--- src/db_defs.svh ---
`ifndef DB_DEFS_SVH
`define DB_DEFS_SVH

// ====================================================================
// Key and value widths
// ====================================================================

// Full key width, also stored as the slot tag
`define DB_KEY_WID 8

// Value payload width
`define DB_VALUE_WID 16

// ====================================================================
// Store geometry
// ====================================================================

// Number of direct-mapped slots
`define DB_DEPTH 16

// Slot index width, low key bits
`define DB_IDX_WID 4

// ====================================================================
// Statistics
// ====================================================================

// Width of each statistics counter
`define DB_CNT_WID 16

`endif
--- src/db_pkg.sv ---
`default_nettype none

`include "db_defs.svh"

package db_pkg;

    // ================================================================
    // Command port encodings
    // ================================================================

    // Host commands
    typedef enum logic [1:0] {
        DB_CMD_GET   = 2'd0,
        DB_CMD_SET   = 2'd1,
        DB_CMD_UNSET = 2'd2,
        DB_CMD_CLEAR = 2'd3
    } db_cmd_e;

    // Response status, OK is all zeros
    typedef enum logic [1:0] {
        DB_STATUS_OK        = 2'd0,
        DB_STATUS_MISS      = 2'd1,
        DB_STATUS_COLLISION = 2'd2
    } db_status_e;

    // Host request
    typedef struct packed {
        db_cmd_e                   cmd;
        logic [`DB_KEY_WID-1:0]    key;
        logic [`DB_VALUE_WID-1:0]  value;
    } db_req_t;

    // Engine response
    typedef struct packed {
        db_status_e                status;
        logic                      found;
        logic [`DB_VALUE_WID-1:0]  value;
    } db_resp_t;

    // ================================================================
    // Internal words
    // ================================================================

    // Store word, full key kept as tag
    typedef struct packed {
        logic                      valid;
        logic [`DB_KEY_WID-1:0]    tag;
        logic [`DB_VALUE_WID-1:0]  value;
    } db_entry_t;

    // One-cycle strobes from engine to statistics
    typedef struct packed {
        logic hit;
        logic miss;
        logic insert;
        logic remove;
        logic clear;
    } db_event_t;

    // Statistics counters
    typedef struct packed {
        logic [`DB_CNT_WID-1:0] entries;
        logic [`DB_CNT_WID-1:0] hits;
        logic [`DB_CNT_WID-1:0] misses;
    } db_stats_t;

endpackage

`default_nettype wire

--- src/db_top.sv ---
`timescale 1ns/100ps
`default_nettype none

`include "db_defs.svh"

module db_top
    import db_pkg::*;
(
    input  logic      clk,
    input  logic      arst_n,

    // Host command port
    input  logic      req_valid,
    input  db_req_t   req,
    output logic      rdy,
    output logic      ack,
    output db_resp_t  resp,

    // Store init
    input  logic      init,
    output logic      init_done,

    // Statistics
    output db_stats_t stats
);

    // ================================================================
    // Internal wiring
    // ================================================================

    // Engine to store
    logic                   rd_en;
    logic [`DB_IDX_WID-1:0] rd_idx;
    db_entry_t              rd_entry;
    logic                   wr_en;
    logic [`DB_IDX_WID-1:0] wr_idx;
    db_entry_t              wr_entry;

    // Engine to statistics
    db_event_t              ev;

    // ================================================================
    // Instances
    // ================================================================

    // Command engine
    db_ctrl_engine u_ctrl_engine (
        .clk       (clk),
        .arst_n    (arst_n),
        .req_valid (req_valid),
        .req       (req),
        .init      (init),
        .rdy       (rdy),
        .ack       (ack),
        .init_done (init_done),
        .resp      (resp),
        .rd_en     (rd_en),
        .rd_idx    (rd_idx),
        .rd_entry  (rd_entry),
        .wr_en     (wr_en),
        .wr_idx    (wr_idx),
        .wr_entry  (wr_entry),
        .ev        (ev)
    );

    // Entry store
    db_store_array u_store_array (
        .clk      (clk),
        .rd_en    (rd_en),
        .rd_idx   (rd_idx),
        .rd_entry (rd_entry),
        .wr_en    (wr_en),
        .wr_idx   (wr_idx),
        .wr_entry (wr_entry)
    );

    // Statistics block
    db_stats u_stats (
        .clk    (clk),
        .arst_n (arst_n),
        .ev     (ev),
        .stats  (stats)
    );

endmodule

`default_nettype wire

--- src/db_stats.sv ---
`timescale 1ns/100ps
`default_nettype none

module db_stats
    import db_pkg::*;
(
    input  logic      clk,
    input  logic      arst_n,

    // One-cycle strobes from the engine
    input  db_event_t ev,

    // Counter values, registered
    output db_stats_t stats
);

    // ================================================================
    // Counters
    // ================================================================

    db_stats_t stats_q;

    always_ff @(posedge clk or negedge arst_n) begin
        if (!arst_n) begin
            stats_q <= '0;
        end else begin
            // Occupancy
            // Clear wins over any other strobe
            if (ev.clear) begin
                stats_q.entries <= '0;
            end else if (ev.insert && !ev.remove) begin
                stats_q.entries <= stats_q.entries + 1'b1;
            end else if (ev.remove && !ev.insert && (stats_q.entries != '0)) begin
                stats_q.entries <= stats_q.entries - 1'b1;
            end

            // Lookup hits, held at max
            if (ev.hit && (stats_q.hits != '1)) begin
                stats_q.hits <= stats_q.hits + 1'b1;
            end

            // Lookup misses, held at max
            if (ev.miss && (stats_q.misses != '1)) begin
                stats_q.misses <= stats_q.misses + 1'b1;
            end
        end
    end

    // Hit and miss counts survive a clear
    assign stats = stats_q;

endmodule

`default_nettype wire

--- src/db_ctrl_engine.sv ---
`timescale 1ns/100ps
`default_nettype none

`include "db_defs.svh"

module db_ctrl_engine
    import db_pkg::*;
(
    input  logic                   clk,
    input  logic                   arst_n,

    // Host command port
    input  logic                   req_valid,
    input  db_req_t                req,
    input  logic                   init,
    output logic                   rdy,
    output logic                   ack,
    output logic                   init_done,
    output db_resp_t               resp,

    // Store read port
    output logic                   rd_en,
    output logic [`DB_IDX_WID-1:0] rd_idx,
    input  db_entry_t              rd_entry,

    // Store write port
    output logic                   wr_en,
    output logic [`DB_IDX_WID-1:0] wr_idx,
    output db_entry_t              wr_entry,

    // Statistics strobes
    output db_event_t              ev
);

    // ================================================================
    // Declarations
    // ================================================================

    typedef enum logic [2:0] {
        SWEEP,
        IDLE,
        READ,
        EVAL,
        RESP
    } state_e;

    // Index of the final sweep write
    localparam logic [`DB_IDX_WID-1:0] LAST_IDX = `DB_IDX_WID'(`DB_DEPTH - 1);

    state_e                 state_q;
    state_e                 state_d;
    logic [`DB_IDX_WID-1:0] sweep_cnt_q;
    logic                   sweep_last;
    logic                   init_done_q;
    logic                   clr_pend_q;
    logic                   accept;
    logic                   accept_clr;
    logic                   slot_hit;
    db_req_t                req_q;
    db_resp_t               resp_q;
    db_resp_t               eval_resp;
    db_entry_t              wr_entry_q;
    db_entry_t              eval_entry;
    logic                   wr_pend_q;
    logic                   eval_wr;
    db_event_t              ev_q;
    db_event_t              eval_ev;

    // Handshake
    assign rdy        = (state_q == IDLE) && init_done_q;
    assign accept     = req_valid && rdy;
    assign accept_clr = accept && (req.cmd == DB_CMD_CLEAR);

    // Final cycle of a sweep
    assign sweep_last = (state_q == SWEEP) && (sweep_cnt_q == LAST_IDX);

    // ================================================================
    // Next state
    // ================================================================

    always_comb begin
        state_d = state_q;
        case (state_q)
            IDLE: begin
                if (accept_clr) begin
                    state_d = SWEEP;
                end else if (accept) begin
                    state_d = READ;
                end else if (!init_done_q || init) begin
                    // Power-up or init pulse
                    state_d = SWEEP;
                end
            end
            SWEEP: begin
                if (sweep_last) begin
                    // Only a CLEAR command gets an ack
                    if (clr_pend_q) begin
                        state_d = RESP;
                    end else begin
                        state_d = IDLE;
                    end
                end
            end
            READ:    state_d = EVAL;
            EVAL:    state_d = RESP;
            RESP:    state_d = IDLE;
            default: state_d = IDLE;
        endcase
    end

    // ================================================================
    // Hit, miss and collision decode
    // ================================================================

    // Tag compare on the entry read back
    assign slot_hit = rd_entry.valid && (rd_entry.tag == req_q.key);

    always_comb begin
        eval_resp        = '0;
        eval_resp.status = DB_STATUS_OK;
        eval_wr          = 1'b0;
        eval_entry       = '0;
        eval_entry.tag   = req_q.key;
        eval_ev          = '0;
        case (req_q.cmd)
            DB_CMD_GET: begin
                if (slot_hit) begin
                    eval_resp.found = 1'b1;
                    eval_resp.value = rd_entry.value;
                    eval_ev.hit     = 1'b1;
                end else begin
                    eval_resp.status = DB_STATUS_MISS;
                    eval_ev.miss     = 1'b1;
                end
            end
            DB_CMD_SET: begin
                eval_entry.valid = 1'b1;
                eval_entry.value = req_q.value;
                if (slot_hit) begin
                    // Overwrite, old value returned
                    eval_resp.found = 1'b1;
                    eval_resp.value = rd_entry.value;
                    eval_wr         = 1'b1;
                end else if (rd_entry.valid) begin
                    // Slot owned by another key
                    eval_resp.status = DB_STATUS_COLLISION;
                end else begin
                    eval_wr        = 1'b1;
                    eval_ev.insert = 1'b1;
                end
            end
            DB_CMD_UNSET: begin
                if (slot_hit) begin
                    // Invalid entry written back
                    eval_resp.found = 1'b1;
                    eval_resp.value = rd_entry.value;
                    eval_wr         = 1'b1;
                    eval_ev.hit     = 1'b1;
                    eval_ev.remove  = 1'b1;
                end else begin
                    eval_resp.status = DB_STATUS_MISS;
                    eval_ev.miss     = 1'b1;
                end
            end
            default: begin
                // CLEAR never reaches EVAL
                eval_wr = 1'b0;
            end
        endcase
    end

    // ================================================================
    // Control registers
    // ================================================================

    always_ff @(posedge clk or negedge arst_n) begin
        if (!arst_n) begin
            state_q     <= IDLE;
            sweep_cnt_q <= '0;
            init_done_q <= 1'b0;
            clr_pend_q  <= 1'b0;
            wr_pend_q   <= 1'b0;
            ev_q        <= '0;
        end else begin
            state_q <= state_d;

            // Sweep counter, back to zero for the next sweep
            if (state_q == SWEEP) begin
                if (sweep_last) begin
                    sweep_cnt_q <= '0;
                end else begin
                    sweep_cnt_q <= sweep_cnt_q + 1'b1;
                end
            end

            // Low from CLEAR or init until the sweep ends
            if (state_q == SWEEP) begin
                if (sweep_last) begin
                    init_done_q <= 1'b1;
                end
            end else if (init || accept_clr) begin
                init_done_q <= 1'b0;
            end

            if (accept_clr) begin
                clr_pend_q <= 1'b1;
            end else if (sweep_last) begin
                clr_pend_q <= 1'b0;
            end

            // Write and strobes live for the RESP cycle only
            wr_pend_q <= (state_q == EVAL) && eval_wr;
            ev_q      <= (state_q == EVAL) ? eval_ev : '0;
            ev_q.clear <= sweep_last;
        end
    end

    // ================================================================
    // Payload registers
    // ================================================================

    always_ff @(posedge clk) begin
        if (accept) begin
            req_q <= req;
        end
        if (state_q == EVAL) begin
            resp_q     <= eval_resp;
            wr_entry_q <= eval_entry;
        end else if (sweep_last) begin
            resp_q <= '{status: DB_STATUS_OK, found: 1'b0, value: '0};
        end
    end

    // ================================================================
    // Outputs
    // ================================================================

    assign ack       = (state_q == RESP);
    assign resp      = resp_q;
    assign init_done = init_done_q;
    assign ev        = ev_q;

    // Low key bits select the slot
    assign rd_en  = (state_q == READ);
    assign rd_idx = req_q.key[`DB_IDX_WID-1:0];

    // Sweep writes invalid entries, RESP writes the RMW result
    always_comb begin
        if (state_q == SWEEP) begin
            wr_en    = 1'b1;
            wr_idx   = sweep_cnt_q;
            wr_entry = '0;
        end else begin
            wr_en    = wr_pend_q;
            wr_idx   = rd_idx;
            wr_entry = wr_entry_q;
        end
    end

endmodule

`default_nettype wire

--- src/db_store_array.sv ---
`timescale 1ns/100ps
`default_nettype none

`include "db_defs.svh"

module db_store_array
    import db_pkg::*;
(
    input  logic                   clk,

    // Read port with data one cycle after rd_en
    input  logic                   rd_en,
    input  logic [`DB_IDX_WID-1:0] rd_idx,
    output db_entry_t              rd_entry,

    // Write port committed at the clock edge
    input  logic                   wr_en,
    input  logic [`DB_IDX_WID-1:0] wr_idx,
    input  db_entry_t              wr_entry
);

    // ================================================================
    // Storage
    // ================================================================

    // One entry per slot
    // Valid flag lives inside each entry
    db_entry_t mem [`DB_DEPTH];

    // Registered read data
    db_entry_t rd_q;

    // ================================================================
    // Write port
    // ================================================================

    always_ff @(posedge clk) begin
        if (wr_en) begin
            mem[wr_idx] <= wr_entry;
        end
    end

    // ================================================================
    // Read port
    // ================================================================

    // Read data held while rd_en is low
    always_ff @(posedge clk) begin
        if (rd_en) begin
            rd_q <= mem[rd_idx];
        end
    end

    // Straight from the read register
    assign rd_entry = rd_q;

endmodule

`default_nettype wire

--- config.mk ---
export PLATFORM = sky130hd
export DESIGN_NAME = db_top
export DESIGN_NICKNAME = d
export VERILOG_FILES = /design/src/db_pkg.sv /design/src/db_top.sv /design/src/db_stats.sv /design/src/db_ctrl_engine.sv /design/src/db_store_array.sv
export VERILOG_INCLUDE_DIRS = /design/src
export SDC_FILE = /design/constraint.sdc
export NUM_CORES = 1
export LEC_CHECK = 0
export ABC_AREA = 0
export CAP_MARGIN = 10
export CORE_ASPECT_RATIO = 0.75
export CORE_MARGIN = 4
export CORE_UTILIZATION = 59
export CTS_BUF_LIST = sky130_fd_sc_hd__clkbuf_4
export CTS_CLUSTER_DIAMETER = 60
export DETAILED_ROUTE_END_ITERATION = 6
export DONT_BUFFER_PORTS = 1
export GPL_ROUTABILITY_DRIVEN = 0
export GPL_TIMING_DRIVEN = 0
export HOLD_SLACK_MARGIN = 0.02
export PLACE_DENSITY = 0.75
export SLEW_MARGIN = 30
export SYNTH_ARGS = -nofsm -noshare
export SYNTH_HDL_FRONTEND = slang
export SYNTH_SLANG_ARGS = --single-unit
--- constraint.sdc ---
create_clock -name clk -period 2.7 [get_ports clk]
set_input_delay 0.54 -clock clk [delete_from_list [all_inputs] [get_ports clk]]
set_output_delay 0.54 -clock clk [all_outputs]
set_load 0.1 [all_outputs]
==> metrics.txt <==
status=complete, no violations; Final period util=99.9%; Fmax=371 MHz; I/O Pins=100; initial antenna violation count=3; mapped cell area=22,200 um2; GR peak layer=met2; crit path time final=2.70 ns; DP Wirelength=32,200 um; unrepaired setup endpoints after global routing=yes; Slew Limit Headroom=32.0%; share of layout cells above drive strength 1=34.6%; Pwr per Cell Area=992 nW/um2; CP bufs+invs=0; CP endpoint kind=register; Setup-failing EPs final=0; Largest stage delay, worst path=0.99 ns; num rows=61; Cells after Synth=1,133; Syn Nets=1,188; Layout area overhead=19.1%; CTS clock-pin slew for the worst setup and hold paths=0.08 ns; CTS Sinks=558; Max Cap Violations=0; GRT Resource Usage Total=26.7%; initial core utilization=59.9%; skew final=0.0427 ns; register area share after synthesis=74.1%; Async SR Flop Fraction=11.3%; Worst-Skew Late Latency=0.88 ns; die height=176 um; crit-path max FO=5; Worst VDD drop=0.000567 V; largest net degree at the start of global routing=64; total number of vias=12,246; Core ar.=37,100 um2; met3 capacity usage during global routing=7.81%; crit-path cells=and4_1 > nand4_1 > o21ai_1 > nor3_1 > xor2_1; DR iter-0 viols=1,649; startpoint types=register; Tightest Pin Transition=1.02 ns; first-pass GRT wire length=79,000 um; Longest Clk Path Bufs=3; Die X-Extent=232 um; count of different cell masters after synthesis=56; Cells after DPL=1,666; Final #Nets=1,413; Layout Cells excl Fill=1,965; drt wl/cell=27.3 um; CTS root buf=clkbuf_4; CTS tree=built; total congestion overflow=0; number of synthesized register bits=558; met2 Use GR=40.6%; Req. time, crit path=3.39 ns; fin. max-slew vios=0; fill count=2,172; drt pass-1 iters=5; final hold violations=0; port bufs=0; CTS H-Tree Depth=4; Main synth FF type=edfxtp_1; WS Path Type=register to register; Synth Area per Inst=19.6 um2; CP arrival=3.39 ns; start of the worst register-to-register path=u_stats.stats[22]$_DFFE_PN0P_; Worst Hold Class=input port to async pin; Critical-path top delay cell=dfrtp_1; vias in the first global route=12,567; Via density=6.23; Post-synth EDFFs=495; hold slack=0.202 ns; Routed Antenna Nets=0; Static Leakage=9.27 nW; Crit. Startpoint=u_stats.stats[22]$_DFFE_PN0P_; cell family with most CP delay=flip-flops; TritonCTS Buffers=133; M1 GR Usage=38.3%; die footprint=40,800 um2; final WL=53,600 um; Syn. warnings=0; post-route DRC violation count=0
==> per-layer routing <==
metal	wire, um	share of wire (%)
met1	21300	40
met2	25700	48
met3	5340	10
met4	1280	2.4
met5	0	0
==> timing repair <==
item	in CTS	in global routing
pin swaps	16	10
setup buffers	26	7
endpoints found under the hold margin	94	0
resized for setup	46	37
hold buffers	30	0
setup endpoints to repair	777	287
==> path summary, 6_finish.rpt <==
check                                                               to  slack, ns  cells after the start
worst max-delay path                     u_stats.stats[27]$_DFFE_PN0P_      0.004                      5
worst min-delay path                      u_stats.stats[5]$_DFFE_PN0P_       0.20                      2
worst max register to register           u_stats.stats[27]$_DFFE_PN0P_      0.004                      5
worst min register to register  u_ctrl_engine.wr_entry_q[21]$_DFFE_PP_       0.48                      0
max in group asynchronous                u_stats.stats[36]$_DFFE_PN0P_       2.17                      2
min in group clk                     u_ctrl_engine.req_q[24]$_DFFE_PP_       0.20                      1
==> logic make-up after synthesis <==
kind of cell,Yosys count,synth area share (%)
compound gates,79,2.27
xor+xnor,50,1.97
fa+ha+maj,25,1.44
buf+inv,63,1.57
flops,558,74.1
mux,131,13.1
simple gates,227,5.54
==> state kept, by name, indices dropped and copies added (netlist names), 3 cells and up <==
name                       cells
u_stats.stats                 48
u_ctrl_engine.eval_entry       4
u_ctrl_engine.resp            19
u_ctrl_engine.sweep_cnt_q      4
u_ctrl_engine.wr_entry_q      25
u_store_array.mem            400
u_ctrl_engine.rd_idx           4
u_ctrl_engine.ev               5
u_store_array.rd_entry        25
u_ctrl_engine.req_q           18
u_ctrl_engine.state_q          3
==> layout by cell type, fill, tap and decap left out, types with 5 or more instances in the layout <==
master         netlist  layout
buf_4                1      33
a21oi_1             25      22
buf_12               4      13
nand2_1             38      37
nor3_1              15      12
xnor2_1             42      42
buf_16               0      23
dfrtp_1             62      37
buf_2               10       8
edfxtp_1           495     495
a31oi_4              0       7
o31ai_1              5       5
mux4_1              11      11
ha_1                24      18
clkbuf_4             0     198
xor2_1               8       8
nand4_1             19      19
nor2_4               0      18
nor2_1              44      26
and4_1               7       7
clkinv_1             0      23
dfrtp_2              0      24
dlygate4sd3_1        0      29
mux4_2             114     114
clkinv_2             0       6
o21ai_0             13      11
inv_1               17      16
clkbuf_1            22      14
and2_1              62      60
and3_1              10      10
nand3_1              8       8
==> Yosys cell counts (all sizes together) (17+ instances only) <==
cell	n	share of area, %
o21ai	18	0.41
nor3	17	0.43
inv	17	0.29
edfxtp	495	67
xnor2	42	1.7
nand4	19	0.54
dfrtp	62	7.0
mux4	125	13
and2	62	1.7
clkbuf	22	0.37
a21oi	25	0.56
nand2	38	0.64
nor2	45	0.77
buf	24	0.91
ha	24	1.4
==> metrics by stage <==
stage	worst slack [ns]	TNS [ns]	instance area, um2	power (W)	util (%)
global route	-0.100	-1.73	26400	0.0273	71.3
global placement	-2.36	-909.74	22800	0.0175	61.6
detailed placement	-0.660	-243.52	23700	0.0184	63.8
floorplan	-0.147	-49.55	22200	0.0161	-
finish	0.00389	0	26400	0.0262	71.3
CTS	0.00453	0	26200	0.0259	70.6
==> worst register-to-register path: cells and delay by family (launching register included) <==
family | cells | cell delay [ns]
flip-flops | 1 | 0.99
AND/OR/NAND/NOR | 3 | 0.82
AO/OA/AOI/OAI | 1 | 0.52
XOR/XNOR | 1 | 0.19
==> area by class of cell <==
| cell class | instances | area (um2) | share of cell area, % |
|---|---|---|---|
| multi-input cells | 512 | 5810 | 22.0 |
| clock buffers | 197 | 1480 | 5.59 |
| plain buffers | 40 | 300 | 1.14 |
| diodes | 4 | 10.0 | 0.0379 |
| flip-flops and latches | 558 | 16500 | 62.3 |
| inverters | 17 | 67.6 | 0.256 |
| well taps | 504 | 631 | 2.39 |
| repair buffers | 96 | 1410 | 5.32 |
| clock inverters | 37 | 255 | 0.966 |
==> power breakdown <==
part	switching, W	total (W)	internal, W
sequential	0.00159	0.0132	0.0116
clock	0.00332	0.00705	0.00373
combinational	0.00363	0.00601	0.00238
total	0.00854	0.0262	0.0177
Power figures use the tool's default switching activity.
